$ cat config.mk
export PLATFORM = sky130hd
export DESIGN_NAME = mips_memory
export DESIGN_NICKNAME = d
export VERILOG_FILES = /design/src/verilog/mips_pkg.sv /design/src/verilog/mips_memory.sv
export SDC_FILE = /design/constraint.sdc
export NUM_CORES = 2
export LEC_CHECK = 0
export BUFFER_PORTS_ARGS = -buffer_cell sky130_fd_sc_hd__buf_2
export CAP_MARGIN = 20
export CORE_ASPECT_RATIO = 1.2
export CORE_MARGIN = 2
export CORE_UTILIZATION = 60
export DETAILED_ROUTE_END_ITERATION = 6
export GPL_ROUTABILITY_DRIVEN = 1
export MAX_ROUTING_LAYER = met4
export PLACE_DENSITY_LB_ADDON = 0.08
export SLEW_MARGIN = 10
export SYNTH_ARGS = -nofsm -noshare
export SYNTH_HDL_FRONTEND = slang
export SYNTH_SLANG_ARGS = --single-unit
$ cat constraint.sdc
create_clock -name i_clk -period 6.04 [get_ports i_clk]
set_input_delay 1.208 -clock i_clk [delete_from_list [all_inputs] [get_ports i_clk]]
set_output_delay 1.208 -clock i_clk [all_outputs]
set_load 0.01 [all_outputs]
$ cat src/verilog/mips_pkg.sv
package mips_pkg;

    localparam int DATA_W      = 32;
    localparam int REG_ADDR_W  = 5;
    localparam int IMEM_ADDR_W = 8;
    localparam int DMEM_ADDR_W = 6;

    // Primary opcodes
    localparam logic [5:0] OP_SPECIAL = 6'h00;
    localparam logic [5:0] OP_ADDIU   = 6'h09;
    localparam logic [5:0] OP_LW      = 6'h23;
    localparam logic [5:0] OP_SW      = 6'h2b;
    localparam logic [5:0] OP_BEQ     = 6'h04;
    localparam logic [5:0] OP_HALT    = 6'h3f;

    // SPECIAL function field
    localparam logic [5:0] FN_ADDU = 6'h21;
    localparam logic [5:0] FN_SUBU = 6'h23;
    localparam logic [5:0] FN_AND  = 6'h24;
    localparam logic [5:0] FN_OR   = 6'h25;
    localparam logic [5:0] FN_SLT  = 6'h2a;

    localparam logic [2:0] ALU_ADD = 3'd0;
    localparam logic [2:0] ALU_SUB = 3'd1;
    localparam logic [2:0] ALU_AND = 3'd2;
    localparam logic [2:0] ALU_OR  = 3'd3;
    localparam logic [2:0] ALU_SLT = 3'd4;

    // Destination register select
    localparam logic [1:0] DEST_NONE = 2'd0;
    localparam logic [1:0] DEST_RD   = 2'd1;
    localparam logic [1:0] DEST_RT   = 2'd2;

    typedef union packed {
        struct packed {
            logic [5:0]            opcode;
            logic [REG_ADDR_W-1:0] rs;
            logic [REG_ADDR_W-1:0] rt;
            logic [REG_ADDR_W-1:0] rd;
            logic [4:0]            shamt;
            logic [5:0]            funct;
        } r;
        struct packed {
            logic [5:0]            opcode;
            logic [REG_ADDR_W-1:0] rs;
            logic [REG_ADDR_W-1:0] rt;
            logic [15:0]           imm;
        } i;
    } instr_t;

    typedef struct packed {
        logic       reg_write;
        logic       mem_read;
        logic       mem_write;
        logic       branch;
        logic       alu_src;
        logic       halt;
        logic [1:0] dest_sel;
    } ctrl_t;

    typedef struct packed {
        logic [DATA_W-1:0] pc4;
        instr_t            instr;
    } if_id_t;

    typedef struct packed {
        ctrl_t                 ctrl;
        logic [2:0]            alu_op;
        logic [DATA_W-1:0]     rs_val;
        logic [DATA_W-1:0]     rt_val;
        logic [DATA_W-1:0]     imm;
        logic [DATA_W-1:0]     pc4;
        logic [REG_ADDR_W-1:0] rs;
        logic [REG_ADDR_W-1:0] rt;
        logic [REG_ADDR_W-1:0] dest;
    } id_ex_t;

    typedef struct packed {
        ctrl_t                 ctrl;
        logic [DATA_W-1:0]     alu_result;
        logic                  zero;
        logic [DATA_W-1:0]     branch_target;
        logic [DATA_W-1:0]     store_data;
        logic [REG_ADDR_W-1:0] dest;
    } ex_mem_t;

    typedef struct packed {
        logic                  reg_write;
        logic                  halt;
        logic [REG_ADDR_W-1:0] dest;
        logic [DATA_W-1:0]     result;
    } mem_wb_t;

    typedef struct packed {
        logic                  valid;
        logic [REG_ADDR_W-1:0] dest;
        logic [DATA_W-1:0]     value;
    } fwd_t;

endpackage

$ cat src/verilog/mips_memory.sv
`timescale 1ns/1ps

module mips_memory (
    input  logic                             i_clk,
    input  logic                             i_rst,
    input  mips_pkg::ex_mem_t                i_ex_mem,
    input  logic [mips_pkg::DMEM_ADDR_W-1:0] i_dbg_addr,
    output logic [mips_pkg::DATA_W-1:0]      o_dbg_data,
    output logic                             o_branch_taken,
    output logic [mips_pkg::DATA_W-1:0]      o_branch_target,
    output mips_pkg::fwd_t                   o_fwd_mem,
    output mips_pkg::fwd_t                   o_fwd_wb,
    output mips_pkg::mem_wb_t                o_mem_wb,
    output logic                             o_halt
);
    import mips_pkg::*;

    logic [DATA_W-1:0]      dmem [2**DMEM_ADDR_W];
    logic [DMEM_ADDR_W-1:0] addr;
    logic [DATA_W-1:0]      result;

    assign addr            = i_ex_mem.alu_result[DMEM_ADDR_W+1:2];
    assign o_branch_taken  = i_ex_mem.ctrl.branch && i_ex_mem.zero;
    assign o_branch_target = i_ex_mem.branch_target;
    assign result          = i_ex_mem.ctrl.mem_read ? dmem[addr] : i_ex_mem.alu_result;
    assign o_dbg_data      = dmem[i_dbg_addr];

    always_ff @(posedge i_clk) begin
        if (i_rst) begin
            for (int k = 0; k < 2**DMEM_ADDR_W; k++) begin
                dmem[k] <= '0;
            end
        end else if (i_ex_mem.ctrl.mem_write) begin
            dmem[addr] <= i_ex_mem.store_data;
        end
    end

    // Load data is not ready here, the load-use stall covers it
    always_comb begin
        o_fwd_mem.valid = i_ex_mem.ctrl.reg_write && !i_ex_mem.ctrl.mem_read;
        o_fwd_mem.dest  = i_ex_mem.dest;
        o_fwd_mem.value = i_ex_mem.alu_result;
        o_fwd_wb.valid  = o_mem_wb.reg_write;
        o_fwd_wb.dest   = o_mem_wb.dest;
        o_fwd_wb.value  = o_mem_wb.result;
    end

    always_ff @(posedge i_clk) begin
        o_mem_wb.dest   <= i_ex_mem.dest;
        o_mem_wb.result <= result;
        if (i_rst) begin
            o_mem_wb.reg_write <= 1'b0;
            o_mem_wb.halt      <= 1'b0;
        end else begin
            o_mem_wb.reg_write <= i_ex_mem.ctrl.reg_write;
            o_mem_wb.halt      <= i_ex_mem.ctrl.halt;
        end
    end

    // Sticky until reset
    always_ff @(posedge i_clk) begin
        if (i_rst) begin
            o_halt <= 1'b0;
        end else if (o_mem_wb.halt) begin
            o_halt <= 1'b1;
        end
    end

    a_rd_wr_excl: assert property (@(posedge i_clk) disable iff (i_rst)
        !(i_ex_mem.ctrl.mem_read && i_ex_mem.ctrl.mem_write));

endmodule

==> flow_summary.ini <==
[global_route]
grt_pass1_vias = 76210
overflow = 0
track_usage_pct = 52.09
met3_usage_pct = 23.98
grt_pass1_wl_um = 638500
met1_usage_pct = 61.85
met2_usage_pct = 69.13
grt_max_degree = 77
antenna_found_initial = 66
busiest_layer = met2

[yosys]
ys_types = 69
synth-edff-count = 2048
syn-num-nets = 7838
ys_ff_latch = 2088
yosys_warnings = 0
yosys_most_used_dff = edfxtp_1
syn_inst = 7720
async_reset_ff_share_pct = 0
postSynthAreaPerCell_um2 = 14.37
seq_area_frac_synth_pct = 56.15
syn-cell-area_um2 = 111000

[sta]
report.final.slew_viol_count = 0
finalHoldViolCount = 0
grt_setup_unrepaired = false
layout_setup_ws_ns = 0.3749
worstMarginPinSlew_ns = 1.344
finalClockSkew_ns = 0.02408
timing.fmax_ghz = 0.1765
slew_headroom_pct = 9.424
setup_viol = 0
fin_setup_tns_ns = 0
period_share_pct = 93.79
fin_crit_ns = 5.665
fin_hold_ws_ns = 0.4280

[placement]
gp_congestion = 1.023
place_inst = 9922
dp_hpwl_um = 296100
pre_cts_ws_ns = 0.6096
port-buffer-count = 231
placed_cell_area_um2 = 115900

[power_and_ir_drop]
p_leak_nw = 42.79
power_density_nw_per_um2 = 291.0
p_total_mw = 35.86
ir_drop_v = 0.0003112

[die]
die_w_um = 396.6
start_util_pct = 60.52
die_y_um = 475.1
io_pins = 299
core-area_um2 = 183400
die_area_um2 = 188400
num_rows = 172

[clocking]
cts_tree = done
cts_buffers = 211
cts_resized = 0
clock-sinks = 2088
htree_levels = 4
clk_pin_slew_ns = 0.06
clock_latency_ns = 0.91
ctsHoldBuffers = 0
cts_root_buffer = clkbuf_16
post_cts_buffers = 0
cts_buffer_depth = 3

[layout]
fin_area_um2 = 123200
nets = 7823
final_cells = 10380
final_cell_mix = and2_1 (2,050), edfxtp_1 (2,048), mux4_2 (800)
layout_commonest_cell = and2_1
drive_above_1_share_pct = 27.27
post-route-util_pct = 67.19
fillCellCount = 12810
syn_to_final_growth_pct = 11.03

[setup_path]
critPathCaptureType = primary output
max_stage_delay_ns = 0.66
cp_slowest_cell = buf_8
worstPathCellList = buf_8 -> nor3b_4 -> buf_4 -> a221oi_1 -> o21ai_0 -> o22ai_1 -> nor2_1 -> buf_2
cp-start-kind = primary input
worst-r2r-cell-count = 6
crit_type = primary input to primary output
worstPathArrival_ns = 4.46
critPathMaxFanout = 58
worstPathRequired_ns = 4.83

[job]
drv_cap = 0

[detailed_routing]
drt_wl_total_um = 476000
drtAntennaViolNets = 0
dr.pass1.iters = 7
first_iter_violations = 15980
viasPerCell = 7.694
wire_per_inst_um = 45.84
drc_errors = 12
vias = 79900

[min_path]
min_path_type = primary input to flip-flop
holdPathStages = 1

[run_status]
violations = design-rule violations
status = finished, violations left
-- flip-flops by register name, indices dropped and copies added (netlist names) --
name / cells
o_mem_wb: 1
dmem: 2048
o_fwd_wb: 38
o_halt: 1
-- Yosys cell counts, drive strengths merged, types with 4 or more instances --
cell type	n	share of area (%)
a21oi	98	0.44
a221o	25	0.23
a221oi	281	2.2
a222oi	11	0.099
a22o	28	0.22
a22oi	156	1.1
a31oi	15	0.085
a32oi	11	0.087
and2	2053	12
and3	11	0.062
and4	5	0.039
buf	408	2.3
clkbuf	566	1.9
dfxtp	40	0.72
edfxtp	2048	55
mux2	130	1.3
mux2i	204	1.8
mux4	800	16
nand2	87	0.29
nand2b	7	0.042
nand3	31	0.14
nand4	8	0.045
nor2	231	0.79
nor2b	12	0.068
nor3	8	0.041
nor3b	5	0.047
o2111ai	12	0.095
o211ai	23	0.16
o21ai	130	0.59
o221ai	17	0.13
o22a	10	0.079
o22ai	106	0.60
o2bb2ai	14	0.11
o32a	22	0.20
or2	66	0.37
or3b	4	0.032
-- final cells by class --
cell class              instances  area, um^2  share of cell area, %
well taps                    2436        3048                  2.474
inverters                       3       23.77                0.01930
clock inverters               137        1423                  1.155
multi-input cells            4655       44480                  36.10
repair buffers                746        6181                  5.017
diodes                         59       147.6                 0.1198
flip-flops and latches       2088       62300                  50.57
clock buffers                 260        5602                  4.547
-- worst paths after layout --
path	slack (ns)	start	endpoint
setup / recovery	0.37	i_dbg_addr[2]	o_dbg_data[0]
hold / removal	0.43	i_ex_mem[0]	o_fwd_wb[32]
setup reg to reg	2.91	dmem[6][8]	o_fwd_wb[8]
hold reg to reg	0.47	o_mem_wb[37]	o_halt
-- critical path, delay by kind of cell --
| kind | cells | cell delay [ns] |
|---|---|---|
| AOI/OAI and AO/OA | 3 | 0.76 |
| buffers and inverters | 3 | 1.24 |
| and+or+nand+nor | 2 | 1.09 |
-- power breakdown --
part           total, mW  internal [mW]  switching, mW
clock network       13.7           7.76           5.94
logic               5.06           1.75           3.31
registers           17.1           16.7          0.429
total               35.9           26.2           9.68
-- kinds of logic (layout without fill, tap and decap cells) --
logic type             Yosys count  in the layout  synth area share [%]
buffers and inverters          977           1146                 4.222
flip-flops                    2088           2088                 56.15
AND/OR/NAND/NOR               2538           2538                 13.62
other                            0             59                     0
AO/OA/AOI/OAI                  983            983                 6.609
multiplexers                  1134           1134                 19.40
-- per-layer routing --
layer / vias to the layer above / wire length [um] / share of wire (%)
met1: 39920 / 146500 / 31
met5: - / 0 / 0
met3: 1974 / 88740 / 19
li1: 29680 / - / -
met2: 8325 / 194700 / 41
met4: 0 / 46020 / 9.7
No activity file was read; power rests on OpenSTA's default activity.
