### src/verilog/mips_pkg.sv
package mips_pkg;

    localparam int DATA_W      = 32;
    localparam int REG_ADDR_W  = 5;
    localparam int IMEM_ADDR_W = 8;
    localparam int DMEM_ADDR_W = 6;

    // Primary opcodes
    localparam logic [5:0] OP_SPECIAL = 6'h00;
    localparam logic [5:0] OP_ADDIU   = 6'h09;
    localparam logic [5:0] OP_LW      = 6'h23;
    localparam logic [5:0] OP_SW      = 6'h2b;
    localparam logic [5:0] OP_BEQ     = 6'h04;
    localparam logic [5:0] OP_HALT    = 6'h3f;

    // SPECIAL function field
    localparam logic [5:0] FN_ADDU = 6'h21;
    localparam logic [5:0] FN_SUBU = 6'h23;
    localparam logic [5:0] FN_AND  = 6'h24;
    localparam logic [5:0] FN_OR   = 6'h25;
    localparam logic [5:0] FN_SLT  = 6'h2a;

    localparam logic [2:0] ALU_ADD = 3'd0;
    localparam logic [2:0] ALU_SUB = 3'd1;
    localparam logic [2:0] ALU_AND = 3'd2;
    localparam logic [2:0] ALU_OR  = 3'd3;
    localparam logic [2:0] ALU_SLT = 3'd4;

    // Destination register select
    localparam logic [1:0] DEST_NONE = 2'd0;
    localparam logic [1:0] DEST_RD   = 2'd1;
    localparam logic [1:0] DEST_RT   = 2'd2;

    typedef union packed {
        struct packed {
            logic [5:0]            opcode;
            logic [REG_ADDR_W-1:0] rs;
            logic [REG_ADDR_W-1:0] rt;
            logic [REG_ADDR_W-1:0] rd;
            logic [4:0]            shamt;
            logic [5:0]            funct;
        } r;
        struct packed {
            logic [5:0]            opcode;
            logic [REG_ADDR_W-1:0] rs;
            logic [REG_ADDR_W-1:0] rt;
            logic [15:0]           imm;
        } i;
    } instr_t;

    typedef struct packed {
        logic       reg_write;
        logic       mem_read;
        logic       mem_write;
        logic       branch;
        logic       alu_src;
        logic       halt;
        logic [1:0] dest_sel;
    } ctrl_t;

    typedef struct packed {
        logic [DATA_W-1:0] pc4;
        instr_t            instr;
    } if_id_t;

    typedef struct packed {
        ctrl_t                 ctrl;
        logic [2:0]            alu_op;
        logic [DATA_W-1:0]     rs_val;
        logic [DATA_W-1:0]     rt_val;
        logic [DATA_W-1:0]     imm;
        logic [DATA_W-1:0]     pc4;
        logic [REG_ADDR_W-1:0] rs;
        logic [REG_ADDR_W-1:0] rt;
        logic [REG_ADDR_W-1:0] dest;
    } id_ex_t;

    typedef struct packed {
        ctrl_t                 ctrl;
        logic [DATA_W-1:0]     alu_result;
        logic                  zero;
        logic [DATA_W-1:0]     branch_target;
        logic [DATA_W-1:0]     store_data;
        logic [REG_ADDR_W-1:0] dest;
    } ex_mem_t;

    typedef struct packed {
        logic                  reg_write;
        logic                  halt;
        logic [REG_ADDR_W-1:0] dest;
        logic [DATA_W-1:0]     result;
    } mem_wb_t;

    typedef struct packed {
        logic                  valid;
        logic [REG_ADDR_W-1:0] dest;
        logic [DATA_W-1:0]     value;
    } fwd_t;

endpackage

### src/verilog/mips_decode.sv
`timescale 1ns/1ps

module mips_decode (
    input  logic                            i_clk,
    input  logic                            i_rst,
    input  mips_pkg::if_id_t                i_if_id,
    input  logic                            i_flush,
    input  mips_pkg::mem_wb_t               i_wb,
    input  logic [mips_pkg::REG_ADDR_W-1:0] i_dbg_reg,
    output logic [mips_pkg::DATA_W-1:0]     o_dbg_data,
    output logic                            o_stall,
    output logic                            o_hold,
    output mips_pkg::id_ex_t                o_id_ex
);
    import mips_pkg::*;

    logic [DATA_W-1:0] regs [2**REG_ADDR_W];
    instr_t            instr;
    ctrl_t             ctrl;
    logic [2:0]        alu_op;
    logic              use_rs;
    logic              use_rt;
    logic [DATA_W-1:0] rs_val;
    logic [DATA_W-1:0] rt_val;
    logic              load_use;
    logic              halted;
    id_ex_t            id_ex_d;

    assign instr = i_if_id.instr;

    always_comb begin
        ctrl   = '0;
        alu_op = ALU_ADD;
        use_rs = 1'b0;
        use_rt = 1'b0;
        case (instr.r.opcode)
            OP_SPECIAL: begin
                use_rs         = 1'b1;
                use_rt         = 1'b1;
                ctrl.reg_write = 1'b1;
                ctrl.dest_sel  = DEST_RD;
                case (instr.r.funct)
                    FN_ADDU: alu_op = ALU_ADD;
                    FN_SUBU: alu_op = ALU_SUB;
                    FN_AND:  alu_op = ALU_AND;
                    FN_OR:   alu_op = ALU_OR;
                    FN_SLT:  alu_op = ALU_SLT;
                    default: ctrl   = '0;
                endcase
            end
            OP_ADDIU, OP_LW: begin
                use_rs         = 1'b1;
                ctrl.reg_write = 1'b1;
                ctrl.mem_read  = (instr.i.opcode == OP_LW);
                ctrl.alu_src   = 1'b1;
                ctrl.dest_sel  = DEST_RT;
            end
            OP_SW: begin
                use_rs         = 1'b1;
                use_rt         = 1'b1;
                ctrl.mem_write = 1'b1;
                ctrl.alu_src   = 1'b1;
            end
            OP_BEQ: begin
                use_rs      = 1'b1;
                use_rt      = 1'b1;
                ctrl.branch = 1'b1;
                alu_op      = ALU_SUB;
            end
            OP_HALT: ctrl.halt = 1'b1;
            default: ctrl = '0;
        endcase
    end

    // Written at the edge with a bypass so a same-cycle read sees the new value
    always_ff @(posedge i_clk) begin
        if (i_rst) begin
            for (int k = 0; k < 2**REG_ADDR_W; k++) begin
                regs[k] <= '0;
            end
        end else if (i_wb.reg_write && i_wb.dest != '0) begin
            regs[i_wb.dest] <= i_wb.result;
        end
    end

    assign rs_val = (i_wb.reg_write && i_wb.dest != '0 && i_wb.dest == instr.i.rs) ?
                    i_wb.result : regs[instr.i.rs];
    assign rt_val = (i_wb.reg_write && i_wb.dest != '0 && i_wb.dest == instr.i.rt) ?
                    i_wb.result : regs[instr.i.rt];
    assign o_dbg_data = regs[i_dbg_reg];

    // Load in ID/EX feeding the instruction behind it
    assign load_use = o_id_ex.ctrl.mem_read && o_id_ex.dest != '0 &&
                      ((use_rs && o_id_ex.dest == instr.i.rs) ||
                       (use_rt && o_id_ex.dest == instr.i.rt));
    assign o_stall  = load_use && !halted;
    assign o_hold   = halted || ctrl.halt;

    // Set once HALT issues, so nothing behind it follows
    always_ff @(posedge i_clk) begin
        if (i_rst || i_flush) begin
            halted <= 1'b0;
        end else if (ctrl.halt) begin
            halted <= 1'b1;
        end
    end

    always_comb begin
        id_ex_d.ctrl   = ctrl;
        id_ex_d.alu_op = alu_op;
        id_ex_d.rs_val = rs_val;
        id_ex_d.rt_val = rt_val;
        id_ex_d.imm    = {{(DATA_W-16){instr.i.imm[15]}}, instr.i.imm};
        id_ex_d.pc4    = i_if_id.pc4;
        id_ex_d.rs     = instr.i.rs;
        id_ex_d.rt     = instr.i.rt;
        case (ctrl.dest_sel)
            DEST_RD: id_ex_d.dest = instr.r.rd;
            DEST_RT: id_ex_d.dest = instr.i.rt;
            default: id_ex_d.dest = '0;
        endcase
    end

    always_ff @(posedge i_clk) begin
        o_id_ex <= id_ex_d;
        if (i_rst || i_flush || o_stall || halted) begin
            o_id_ex.ctrl <= '0;
        end
    end

    // The bubble clears the hazard, so a stall lasts one cycle
    a_stall_bubble: assert property (@(posedge i_clk) disable iff (i_rst)
        o_stall |=> (o_id_ex.ctrl == '0 && !o_stall));

endmodule

### config.mk
export PLATFORM = sky130hd
export DESIGN_NAME = mips_decode
export DESIGN_NICKNAME = d
export VERILOG_FILES = /design/src/verilog/mips_pkg.sv /design/src/verilog/mips_decode.sv
export SDC_FILE = /design/constraint.sdc
export NUM_CORES = 2
export LEC_CHECK = 0
export BUFFER_PORTS_ARGS = -buffer_cell sky130_fd_sc_hd__clkbuf_2
export CELL_PAD_IN_SITES_DETAIL_PLACEMENT = 0
export CELL_PAD_IN_SITES_GLOBAL_PLACEMENT = 1
export CORE_MARGIN = 1.5
export CORE_UTILIZATION = 47
export DETAILED_ROUTE_END_ITERATION = 6
export PLACE_DENSITY = 0.81
export REMOVE_ABC_BUFFERS = 1
export SLEW_MARGIN = 20
export SYNTH_ARGS = -nofsm -noshare
export SYNTH_HDL_FRONTEND = slang
export SYNTH_SLANG_ARGS = --single-unit
### constraint.sdc
create_clock -name i_clk -period 5 [get_ports i_clk]
set_input_delay 0.5 -clock i_clk [delete_from_list [all_inputs] [get_ports i_clk]]
set_output_delay 0.5 -clock i_clk [all_outputs]
set_load 0.01 [all_outputs]
==> metrics.md <==
| Metric | Value |
|---|---|
| Synth Cell Area | `between 0.06 and 0.07 mm2` |
| WL/cell | `35.2 um` |
| CTS buffer count | `roughly 130` |
| FMAX | `about 280 MHz` |
| Reg2reg path depth | `4` |
| Synth warn | `0` |
| Vias/cell | `around 7` |
| Pins Over Slew Limit | `0` |
| First-pass GRT wire length | `about 300000 um` |
| Later-pin clock latency in the skew report | `between 0.7 and 0.8 ns` |
| Vias in the first global route | `42000` |
| Multi-input gate area | `between 0.02 and 0.03 mm2` |
| Critical path depth | `6` |
| Leak pwr | `between 0.02 and 0.03 uW` |
| FFs w/ async S/R, synth | `0%` |
| GP Congestion | `0.871` |
| GRT Residual Overflow | `0` |
| Largest stage delay, worst path | `slightly below 0.6 ns` |
| Dpl cell area | `between 0.06 and 0.07 mm2` |
| Clk_skew | `0.0195 ns` |
| Final hold vios | `0` |
| Initial antenna violation count | `19` |
| Worst-margin pin slew | `between 1 and 1.5 ns` |
| Share of the yosys chip area belonging to registers | `between 50% and 60%` |
| Vias post-DR | `~43000` |
| Worst EP arrival | `3.11 ns` |
| Crit path buf inv count | `3` |
| Most common cell on crit path | `mux4_2` |
| Synth top area share | `a little under half` |
| Tot GR Track Use | `between 30% and 40%` |
| Post-route antenna net violation count | `0` |
| #FFs+latches synth | `~1200` |
| Worst path slowest cell | `mux4_2` |
| Nets | `around 4500` |
| Area leader, netlist | `edfxtp_1` |
| Clk sinks | `around 1200` |
| Worst path top cell family by delay | `multiplexers` |
| Inst Count DP | `5965` |
| IO Pins | `around 300` |
| Largest net degree at the start of global routing | `80` |
| CP endpoint kind | `primary output` |
| Synth area leaders | `edfxtp_1 47%, mux4_2 29%, and2_1 9.6%` |
| Post-synth EDFFs | `1024` |
| Register area | `around 0.034 mm2` |
| Max VDD drop | `approximately 290 uV` |
| Hold path cells | `1` |
| Worst slew margin | `19.2%` |
| CP Cell Sequence | `buf_8 -> buf_4 -> mux4_2 -> mux4_2 -> mux2_2 -> clkbuf_2` |
| Mean post-synth cell area | `roughly 16 um2` |
| Reg clk slew, reported paths | `0.06 ns` |
| Synth cell types | `48` |
| Final worst path period share | `just over 70%` |
| Max_cap viols | `0` |
| # setup viols final | `0` |
| Post-synth top cells | `1024 x edfxtp_1, 992 x and2_1, 828 x mux4_2` |
| Layout area overhead | `13.1%` |
| Hold WS | `around 0.058 ns` |
| Status | `completed` |
| Drt pass-1 iters | `5` |
| Layout cells sized above 1 | `35.8%` |
| Synth Flop Type | `edfxtp_1` |
| Mapped Cells | `approximately 4200` |
| Setup_tns | `0 ns` |
| Unrepaired setup endpoints after global routing | `false` |
| Fillers | `~11000` |
| Core area | `0.137 mm2` |
| DRC Markers | `0` |
| Number of gates resized after cts | `0` |
| Min Tclk post-route | `between 3 and 4 ns` |
| Power Density | `approximately 330 mW/mm2` |
| Clk root buf | `clkbuf_16` |
| Initial DRC count | `6766` |
| Req. time, crit path | `between 4 and 5 ns` |
| CP Launch Type | `input port` |
| Post-DP HPWL | `around 130000 um` |
| HP Class | `in2reg` |
| DIE HEIGHT | `375 um` |
| CTS H-tree lvls | `4` |
| Top-count cell post-synth | `edfxtp_1` |
| Die Area | `approximately 0.14 mm2` |
| Setup CP Type | `in2out` |
| Cell area after layout | `about 0.073 mm2` |
| Initial Util | `between 40 and 50%` |
| Port Buffers | `297` |
| Chip Width | `around 370 um` |
| CTS tree | `built` |
| # rows | `roughly 140` |
| Total chip power | `about 25000 uW` |
| Post-Route WL | `about 220000 um` |
| CP max FO | `between 40 and 50` |
| Post-Layout Cell Count | `about 6300` |
| CTS Buffer Depth | `3` |
routing by layer:
| layer | GRT usage (%) | routed length (um) | vias to the layer above |
|---|---|---|---|
| li1 | - | - | 16900 |
| met1 | 40.1 | 75100 | 22000 |
| met2 | 49.6 | 104000 | 3459 |
| met3 | 8.21 | 29700 | 647 |
| met4 | 15.3 | 11500 | 8 |
| met5 | 0 | 46 | - |
path summary, 6_finish.rpt:
kind / start / end / slack, ns
worst max-delay path: i_dbg_reg[0] / o_dbg_data[10] / 1.39
worst min-delay path: i_if_id[21] / o_id_ex[10]$_DFF_P_ / 0.06
worst max register to register: regs[0][10]$_SDFFCE_PN0P_ / o_id_ex[121]$_DFF_P_ / 2.72
worst min register to register: halted$_SDFFE_PP0P_ / halted$_SDFFE_PP0P_ / 0.70
cell usage in the layout (no fill, tap or decap), types with 5 or more instances in the layout:
| cell | n |
|---|---|
| or4_1 | 67 |
| dlygate4sd3_1 | 54 |
| clkbuf_16 | 141 |
| clkinvlp_4 | 5 |
| or2_2 | 33 |
| clkbuf_8 | 5 |
| nor3_1 | 6 |
| nor2_4 | 31 |
| nand3b_1 | 11 |
| clkbuf_1 | 32 |
| mux4_2 | 828 |
| clkinv_1 | 24 |
| mux2_2 | 32 |
| nand2_1 | 69 |
| clkbuf_2 | 287 |
| buf_4 | 138 |
| bufinv_16 | 5 |
| and2_1 | 992 |
| edfxtp_1 | 1024 |
| xor2_1 | 7 |
| nor2_1 | 14 |
| buf_12 | 39 |
| clkinv_2 | 20 |
| o22ai_1 | 248 |
| a22oi_1 | 5 |
| mux2i_1 | 10 |
| nor2b_1 | 5 |
| xnor2_1 | 14 |
| buf_8 | 6 |
| dfxtp_1 | 139 |
| diode_2 | 8 |
| conb_1 | 32 |
| o21ai_0 | 63 |
| nand3_1 | 15 |
| or3b_2 | 5 |
| nand2b_1 | 5 |
flip-flops by register name (all words and copies together), names as in the netlist:
register and count:
halted 1, o_id_ex 138, regs 1024
area by class of cell:
class / instances / share of cell area (%)
Antenna cell: 8 / 0.0273
Clock buffer: 178 / 5.06
Clock inverter: 63 / 0.663
Inverter: 3 / 0.0153
Multi-Input combinational cell: 2533 / 40.2
Sequential cell: 1163 / 45.7
Tap cell: 1794 / 3.06
Timing Repair Buffer: 526 / 5.31
repair_timing:
action,in CTS,in global routing
setup buffers,0,0
endpoints found under the hold margin,61,0
setup endpoints to repair,0,0
hold buffers,54,0
metrics by stage:
step           utilization [%]  setup WS, ns
3_3_place_gp              50.0          1.31
3_5_place_dp              50.0          1.31
5_1_grt                   53.5          1.31
2_1_floorplan                -        -0.414
6_report                  53.5          1.39
4_1_cts                   53.5          1.41
report_power, final:
group | switching (uW) | internal, uW | leakage (uW)
clock network | 4080 | 5480 | 0.00205
logic | 1830 | 1630 | 0.0122
registers | 360 | 11200 | 0.0109
total | 6270 | 18300 | 0.0252
cells by family (layout without fill, tap and decap cells):
kind of cell | Yosys count | in the layout | share of synthesized area (%)
flops | 1163 | 1163 | 51.6
other cells | 1 | 40 | 0.00577
buf+inv | 485 | 770 | 3.52
compound gates | 332 | 332 | 3.15
simple gates | 1276 | 1276 | 12.0
mux | 870 | 870 | 29.4
fa+ha+maj | 2 | 2 | 0.0385
xor+xnor | 21 | 21 | 0.283
worst register-to-register path, stage by stage, from the launching register on:
cell and delay [ns]:
edfxtp_1 0.38, mux4_2 0.26, o22ai_1 0.08, or4_1 0.54, o21ai_0 0.81
No activity file was read; power rests on OpenSTA's default activity.
