**config.mk**
```make
export PLATFORM = sky130hd
export DESIGN_NAME = mips_execute
export DESIGN_NICKNAME = d
export VERILOG_FILES = /design/src/verilog/mips_pkg.sv /design/src/verilog/mips_execute.sv
export SDC_FILE = /design/constraint.sdc
export NUM_CORES = 1
export LEC_CHECK = 0
export BUFFER_PORTS_ARGS = -buffer_cell sky130_fd_sc_hd__buf_2
export CAP_MARGIN = 20
export CORE_MARGIN = 5
export CORE_UTILIZATION = 50
export CTS_CLUSTER_SIZE = 8
export DETAILED_ROUTE_END_ITERATION = 8
export PLACE_DENSITY = 0.8
export SETUP_SLACK_MARGIN = 0.3
export SLEW_MARGIN = 20
export SYNTH_ARGS = -nofsm -noshare
export SYNTH_HDL_FRONTEND = slang
export SYNTH_SLANG_ARGS = --single-unit
```
**constraint.sdc**
```tcl
create_clock -name i_clk -period 6.8 [get_ports i_clk]
set_input_delay 0.34 -clock i_clk [delete_from_list [all_inputs] [get_ports i_clk]]
set_output_delay 0.34 -clock i_clk [all_outputs]
set_load 0.005 [all_outputs]
```
**src/verilog/mips_pkg.sv**
```systemverilog
package mips_pkg;

    localparam int DATA_W      = 32;
    localparam int REG_ADDR_W  = 5;
    localparam int IMEM_ADDR_W = 8;
    localparam int DMEM_ADDR_W = 6;

    // Primary opcodes
    localparam logic [5:0] OP_SPECIAL = 6'h00;
    localparam logic [5:0] OP_ADDIU   = 6'h09;
    localparam logic [5:0] OP_LW      = 6'h23;
    localparam logic [5:0] OP_SW      = 6'h2b;
    localparam logic [5:0] OP_BEQ     = 6'h04;
    localparam logic [5:0] OP_HALT    = 6'h3f;

    // SPECIAL function field
    localparam logic [5:0] FN_ADDU = 6'h21;
    localparam logic [5:0] FN_SUBU = 6'h23;
    localparam logic [5:0] FN_AND  = 6'h24;
    localparam logic [5:0] FN_OR   = 6'h25;
    localparam logic [5:0] FN_SLT  = 6'h2a;

    localparam logic [2:0] ALU_ADD = 3'd0;
    localparam logic [2:0] ALU_SUB = 3'd1;
    localparam logic [2:0] ALU_AND = 3'd2;
    localparam logic [2:0] ALU_OR  = 3'd3;
    localparam logic [2:0] ALU_SLT = 3'd4;

    // Destination register select
    localparam logic [1:0] DEST_NONE = 2'd0;
    localparam logic [1:0] DEST_RD   = 2'd1;
    localparam logic [1:0] DEST_RT   = 2'd2;

    typedef union packed {
        struct packed {
            logic [5:0]            opcode;
            logic [REG_ADDR_W-1:0] rs;
            logic [REG_ADDR_W-1:0] rt;
            logic [REG_ADDR_W-1:0] rd;
            logic [4:0]            shamt;
            logic [5:0]            funct;
        } r;
        struct packed {
            logic [5:0]            opcode;
            logic [REG_ADDR_W-1:0] rs;
            logic [REG_ADDR_W-1:0] rt;
            logic [15:0]           imm;
        } i;
    } instr_t;

    typedef struct packed {
        logic       reg_write;
        logic       mem_read;
        logic       mem_write;
        logic       branch;
        logic       alu_src;
        logic       halt;
        logic [1:0] dest_sel;
    } ctrl_t;

    typedef struct packed {
        logic [DATA_W-1:0] pc4;
        instr_t            instr;
    } if_id_t;

    typedef struct packed {
        ctrl_t                 ctrl;
        logic [2:0]            alu_op;
        logic [DATA_W-1:0]     rs_val;
        logic [DATA_W-1:0]     rt_val;
        logic [DATA_W-1:0]     imm;
        logic [DATA_W-1:0]     pc4;
        logic [REG_ADDR_W-1:0] rs;
        logic [REG_ADDR_W-1:0] rt;
        logic [REG_ADDR_W-1:0] dest;
    } id_ex_t;

    typedef struct packed {
        ctrl_t                 ctrl;
        logic [DATA_W-1:0]     alu_result;
        logic                  zero;
        logic [DATA_W-1:0]     branch_target;
        logic [DATA_W-1:0]     store_data;
        logic [REG_ADDR_W-1:0] dest;
    } ex_mem_t;

    typedef struct packed {
        logic                  reg_write;
        logic                  halt;
        logic [REG_ADDR_W-1:0] dest;
        logic [DATA_W-1:0]     result;
    } mem_wb_t;

    typedef struct packed {
        logic                  valid;
        logic [REG_ADDR_W-1:0] dest;
        logic [DATA_W-1:0]     value;
    } fwd_t;

endpackage

```
**src/verilog/mips_execute.sv**
```systemverilog
`timescale 1ns/1ps

module mips_execute (
    input  logic              i_clk,
    input  logic              i_rst,
    input  mips_pkg::id_ex_t  i_id_ex,
    input  logic              i_flush,
    input  mips_pkg::fwd_t    i_fwd_mem,
    input  mips_pkg::fwd_t    i_fwd_wb,
    output mips_pkg::ex_mem_t o_ex_mem
);
    import mips_pkg::*;

    logic [DATA_W-1:0] op_a;
    logic [DATA_W-1:0] rt_fwd;
    logic [DATA_W-1:0] op_b;
    logic [DATA_W-1:0] alu_y;
    ex_mem_t           ex_mem_d;

    // Youngest producer wins, register 0 is never forwarded
    function automatic logic [DATA_W-1:0] forward(
        input logic [REG_ADDR_W-1:0] src,
        input logic [DATA_W-1:0]     reg_val,
        input fwd_t                  fwd_mem,
        input fwd_t                  fwd_wb
    );
        if (src == '0) begin
            return reg_val;
        end
        if (fwd_mem.valid && fwd_mem.dest == src) begin
            return fwd_mem.value;
        end
        if (fwd_wb.valid && fwd_wb.dest == src) begin
            return fwd_wb.value;
        end
        return reg_val;
    endfunction

    assign op_a   = forward(i_id_ex.rs, i_id_ex.rs_val, i_fwd_mem, i_fwd_wb);
    assign rt_fwd = forward(i_id_ex.rt, i_id_ex.rt_val, i_fwd_mem, i_fwd_wb);
    assign op_b   = i_id_ex.ctrl.alu_src ? i_id_ex.imm : rt_fwd;

    always_comb begin
        case (i_id_ex.alu_op)
            ALU_ADD: alu_y = op_a + op_b;
            ALU_SUB: alu_y = op_a - op_b;
            ALU_AND: alu_y = op_a & op_b;
            ALU_OR:  alu_y = op_a | op_b;
            ALU_SLT: alu_y = {{(DATA_W-1){1'b0}}, ($signed(op_a) < $signed(op_b))};
            default: alu_y = '0;
        endcase
    end

    always_comb begin
        ex_mem_d.ctrl          = i_id_ex.ctrl;
        ex_mem_d.alu_result    = alu_y;
        ex_mem_d.zero          = (alu_y == '0);
        // Word offset relative to the next instruction
        ex_mem_d.branch_target = i_id_ex.pc4 + (i_id_ex.imm << 2);
        ex_mem_d.store_data    = rt_fwd;
        ex_mem_d.dest          = i_id_ex.dest;
    end

    always_ff @(posedge i_clk) begin
        o_ex_mem <= ex_mem_d;
        if (i_rst || i_flush) begin
            o_ex_mem.ctrl <= '0;
        end
    end

endmodule

```
==> impl_metrics.env, run 1 <==
export IMPL_finalSetupViolCount=0
export IMPL_htreeDepth=3
export IMPL_rsz0062_at_grt="false"
export IMPL_p_seq_frac=0.321
export IMPL_clockRootBuffer="clkbuf_16"
export IMPL_clockBufferDepth=2
export IMPL_crit_family="simple AND/OR/NAND/NOR gates"
export IMPL_grt_antenna_before_repair=5
export IMPL_drive_above_1_share=0.249
export IMPL_dieWidth_um=152
export IMPL_fin_util=0.617
export IMPL_synth_top_cells_by_area="dfxtp_1 (22%), ha_1 (16%), o22a_1 (8.2%)"
export IMPL_row_count=52
export IMPL_grt_max_degree=66
export IMPL_finalMaxSlewViolations=0
export IMPL_wl_um=40200
export IMPL_ys_flop_type="dfxtp_1"
export IMPL_synth_cell_type_count=71
export IMPL_vdd_ir_drop_max_v=0.000123
export IMPL_synth_edf_count=0
export IMPL_fillers=1929
export IMPL_wire_per_inst_um=21.3
export IMPL_synth_area_leader_cell="dfxtp_1"
export IMPL_grt_ovfl_total=0
export IMPL_syn_nets=1662
export IMPL_ys_seq_area_frac=0.218
export IMPL_synth_cells=1301
export IMPL_slowest_delay_ps=570
export IMPL_p_int_w=0.00142
export IMPL_cp_start_kind="input port"
export IMPL_reg_top3="o_ex_mem: 110 flops"
export IMPL_finalHoldViolCount=0
export IMPL_crit_path_frequent_cell="or4_1"
export IMPL_power_w=0.00234
export IMPL_initial_utilization=0.503
export IMPL_num_io_pins=343
export IMPL_netlist_area_um2=10100
export IMPL_drv_cap=0
export IMPL_fin_cells=1885
export IMPL_finalCritPeriodShare=0.888
export IMPL_fin_area_um2=12400
export IMPL_slowest_stage="or4_1"
export IMPL_setup_tns_ps=0
export IMPL_largest_register="o_ex_mem"
export IMPL_combPwrFrac=0.436
export IMPL_synthArstFlopShare=0
export IMPL_max_freq_mhz=166
export IMPL_cts_setup_buffers=0
export IMPL_clkPwrFrac=0.242
export IMPL_port_buffers=342
export IMPL_path_class="input port to flip-flop"
export IMPL_syn_to_final_growth_pct=22.6
export IMPL_end_kind="flip-flop"
export IMPL_cts_sinks=110
export IMPL_clk_pin_slew_ps=80
export IMPL_power_density_nw_per_um2=189
export IMPL_yosys_warnings=0
export IMPL_die_h_um=152
export IMPL_worstPathArrival_ps=6330
export IMPL_firstDrtPassIters=6
export IMPL_dp_hpwl_um=32800
export IMPL_p_sw_w=0.000921
export IMPL_p_leak_nw=6.04
export IMPL_globalplace_congestion=0.974
export IMPL_grt_pass1_vias=11034
export IMPL_crit_required_ps=7090
export IMPL_placed_cell_area_um2=12000
export IMPL_cp_cell_sequence="buf_2 -> xor2_1 -> nor4_1 -> nand3_1 -> buf_4 -> o22a_1 -> o22ai_1 -> o21ai_0 -> ha_1 -> fa_1 -> o21bai_1 -> a221oi_4 -> o21bai_2 -> a22oi_2 -> xnor2_1 -> a22o_1 -> or4_1 -> or4_1 -> or4_1 -> nor4_1 -> nand4bb_1 -> nor4_2"
export IMPL_status="complete, no violations"
export IMPL_hp_class="input port to flip-flop"
export IMPL_ant_nets=0
export IMPL_viasPerCell=6.02
export IMPL_grt_pass1_wl_um=61900
export IMPL_cts_tree="yes"
export IMPL_cts_made_buffers=9
export IMPL_slew_limit_headroom=0.410
export IMPL_gr_usage_all_layers=0.331
export IMPL_syn_avg_cell_area_um2=7.76
export IMPL_cts_hold_buffers=0
export IMPL_place_inst=1860
export IMPL_cts_resized_gates=0
export IMPL_fin_crit_ps=6040
export IMPL_dr_first_iter_drc_count=981
export IMPL_synth_top_area_frac=0.218
export IMPL_cp_max_fo=14
export IMPL_synth_seq_cells=110
export IMPL_largest_reg_flops=110
export IMPL_crit_buf_inv=2
export IMPL_worst_slew_pin_slew_ps=886
export IMPL_die_area_um2=23100
export IMPL_num_vias=11340
export IMPL_core_um2=20000
export IMPL_drc=0
export IMPL_fin_nets=1962
export IMPL_p_sw_frac=0.394
-- placed cells by master (no fill, tap or decap), types with 13 or more instances in the layout --
cell / n
a211oi_1: 18
a21o_1: 30
a21oi_1: 88
buf_2: 342
buf_4: 17
dfxtp_1: 110
ha_1: 125
inv_1: 136
nand2_1: 79
nand2b_1: 17
nand3_1: 26
nor2_1: 70
nor2b_1: 14
nor3_1: 18
o21a_1: 13
o21ai_0: 80
o22a_1: 95
o22ai_1: 46
xnor2_1: 39
xor2_1: 27
-- cell usage after synthesis, types with 6 or more instances --
master and n:
inv_1 136, ha_1 125, dfxtp_1 110, o22a_1 95
a21oi_1 90, o21ai_0 80, nand2_1 79, nor2_1 72
clkbuf_1 68, o22ai_1 46, xnor2_1 39, a21o_1 30
xor2_1 27, nand3_1 26, a211oi_1 18, nor3_1 18
nand2b_1 17, nor2b_1 14, o21a_1 13, and2_1 12
o21bai_1 12, and3_1 11, nor4_1 11, o211ai_1 11
o31ai_1 11, or3_1 11, o21ai_1 10, or4_1 8
a31oi_1 6, o41ai_1 6
-- worst paths after layout --
kind,to,from,depth (start not counted),slack [ps]
max,o_ex_mem[69],i_fwd_mem[34],22,760
min,o_ex_mem[1],i_id_ex[1],1,60
-- layout make-up --
class,count,area (um^2),share of cell area
antenna,9,22.5,0.00182
timing repair buffer,360,1860,0.150
tap,270,338,0.0273
clock inverter,7,82.6,0.00668
clock buffer,9,225,0.0182
multi-input combinational,982,7120,0.576
sequential,110,2200,0.178
inverter,138,518,0.0419
-- power groups by stage --
stage,sequential (W),clock (W),combinational (W)
2_1_floorplan,0.000777,0,0.000621
3_3_place_gp,0.000766,0,0.000987
3_5_place_dp,0.000766,0,0.000995
4_1_cts,0.000752,0.000575,0.00100
5_1_grt,0.000760,0.000605,0.00111
6_report,0.000752,0.000567,0.00102
-- cells by family (layout without fill, tap and decap cells) --
group | count (synthesis) | in the layout | share of synthesized area
compound gates | 484 | 484 | 0.332
xor+xnor | 66 | 66 | 0.0573
fa+ha+maj | 128 | 128 | 0.161
buf+inv | 209 | 514 | 0.0780
flops | 110 | 110 | 0.218
mux | 8 | 8 | 0.00955
other cells | 0 | 9 | 0
simple gates | 296 | 296 | 0.144
-- per-layer routing --
layer,global-route usage,vias up,part of all wire
met1,0.395,5268,0.38
met2,0.565,645,0.48
met3,0.0739,111,0.089
li1,-,5316,-
met4,0.156,0,0.052
met5,0,-,0
-- per-stage QoR --
step                      hold WS (ps)  worst slack (ps)
after global routing              54.7               331
after floorplan                    368              1270
after global placement             442               613
after detailed placement           444               447
after CTS                         57.1               815
final                             63.7               759
Note: power is estimated with default switching activity, not from simulation.
==> run 2, diff against run 1 <==
--- a/config.mk
+++ b/config.mk
@@ -7,6 +7,7 @@
 export LEC_CHECK = 0
 export BUFFER_PORTS_ARGS = -buffer_cell sky130_fd_sc_hd__buf_2
 export CAP_MARGIN = 20
+export CORE_ASPECT_RATIO = 0.5
 export CORE_MARGIN = 5
 export CORE_UTILIZATION = 50
 export CTS_CLUSTER_SIZE = 8
==> impl_metrics.env, run 2 (synthesis results as in run 1) <==
export IMPL_grt_max_degree=54
export IMPL_cp_start_kind="input port"
export IMPL_grt_pass1_wl_um=65900
export IMPL_end_kind="flip-flop"
export IMPL_gr_usage_all_layers=0.361
export IMPL_firstDrtPassIters=5
export IMPL_die_h_um=110
export IMPL_dp_hpwl_um=36800
export IMPL_dieWidth_um=211
export IMPL_globalplace_congestion=1.02
export IMPL_drv_cap=0
export IMPL_clockBufferDepth=2
export IMPL_worst_slew_pin_slew_ps=1020
export IMPL_fin_crit_ps=6320
export IMPL_htreeDepth=3
export IMPL_max_freq_mhz=158
export IMPL_syn_to_final_growth_pct=23.1
export IMPL_worstSetupStartpoint="i_fwd_mem[34]"
export IMPL_largest_register="o_ex_mem"
export IMPL_finalCritPeriodShare=0.930
export IMPL_finalSetupViolCount=0
export IMPL_initial_utilization=0.514
export IMPL_num_vias=11651
export IMPL_drive_above_1_share=0.254
export IMPL_viasPerCell=6.18
export IMPL_wire_per_inst_um=23.6
export IMPL_status="complete, no violations"
export IMPL_cts_setup_buffers=0
export IMPL_setup_tns_ps=0
export IMPL_power_density_nw_per_um2=194
export IMPL_dr_first_iter_drc_count=1457
export IMPL_cts_tree="yes"
export IMPL_worstPathArrival_ps=6610
export IMPL_cp_max_fo=14
export IMPL_core_um2=19600
export IMPL_ant_nets=0
export IMPL_hp_class="input port to flip-flop"
export IMPL_reg_top3="o_ex_mem: 110 flops"
export IMPL_crit_required_ps=7090
export IMPL_port_buffers=342
export IMPL_fin_util=0.632
export IMPL_grt_antenna_before_repair=4
export IMPL_cts_sinks=110
export IMPL_endpoint="o_ex_mem[69]"
export IMPL_finalMaxSlewViolations=0
export IMPL_fin_nets=1972
export IMPL_grt_ovfl_total=0
export IMPL_clk_pin_slew_ps=80
export IMPL_finalHoldViolCount=0
export IMPL_cts_hold_buffers=0
export IMPL_cts_made_buffers=9
export IMPL_hp_start="i_id_ex[15]"
export IMPL_vdd_ir_drop_max_v=0.000105
export IMPL_p_leak_nw=6.08
export IMPL_rsz0062_at_grt="false"
export IMPL_grt_pass1_vias=11065
export IMPL_die_area_um2=23300
export IMPL_drc=0
export IMPL_slew_limit_headroom=0.321
export IMPL_wl_um=44600
export IMPL_row_count=36
export IMPL_largest_reg_flops=110
export IMPL_final_common_cell="buf_2"
export IMPL_path_class="input port to flip-flop"
export IMPL_num_io_pins=343
export IMPL_whs_ps=59.8
export IMPL_clockRootBuffer="clkbuf_16"
export IMPL_layout_common_cells="buf_2 (342), inv_1 (136), ha_1 (125)"
-- run 2: what timing repair did --
action	in CTS	in global routing
endpoints found under the hold margin	0	0
endpoints found under the setup margin	0	1
gates resized for setup	0	2
-- run 2: worst min path at each step --
stage	end	depth (start not counted)
after floorplan	o_ex_mem[0]	0
after global placement	o_ex_mem[37]	1
after detailed placement	o_ex_mem[37]	1
after CTS	o_ex_mem[37]	1
after global routing	o_ex_mem[37]	1
final	o_ex_mem[37]	1
-- run 2: cell type report --
type                       instances  area (um^2)
tap                              266          333
antenna                            3         7.51
sequential                       110         2200
clock buffer                       9          225
fill                            1826         7220
inverter                         138          518
timing repair buffer             370         1920
multi-input combinational        982         7110
clock inverter                     7          100
-- run 2: metal layers --
layer / vias up / routed length, um / share of wire / global-route usage
li1: 5338 / - / - / -
met1: 5491 / 18400 / 0.41 / 0.488
met2: 743 / 19200 / 0.43 / 0.543
met3: 77 / 5870 / 0.13 / 0.127
met4: 2 / 1140 / 0.026 / 0.101
met5: - / 13 / 0.00029 / 0
-- run 2: critical path: stages --
cell and delay [ps]:
buf_2 120, xor2_1 160, nor4_1 310, nand3_1 190
buf_4 230, a21oi_2 350, buf_4 280, o22ai_1 120
o21ai_0 550, ha_1 440, nand3_1 180, nor3_1 60
a21o_1 260, o31a_1 350, a221o_1 320, nor2_1 170
o221ai_1 190, or4_1 570, or4_1 540, nor4_1 390
nand4bb_1 230, nor4_2 250
-- run 2: through the flow --
stage	total power (W)	setup WS (ps)	instance area, um^2	std cells
after detailed placement	0.00179	234	12100	1866
after CTS	0.00238	609	12400	1882
after global routing	0.00253	323	12400	1885
after floorplan	0.00140	1270	10100	1301
final	0.00241	478	12400	1885
after global placement	0.00178	318	12100	1866
-- run 2: report_power, final --
group          internal (W)  switching, W  total (W)
Sequential         0.000729     0.0000268   0.000755
Clock              0.000299      0.000294   0.000593
Combinational      0.000428      0.000630    0.00106
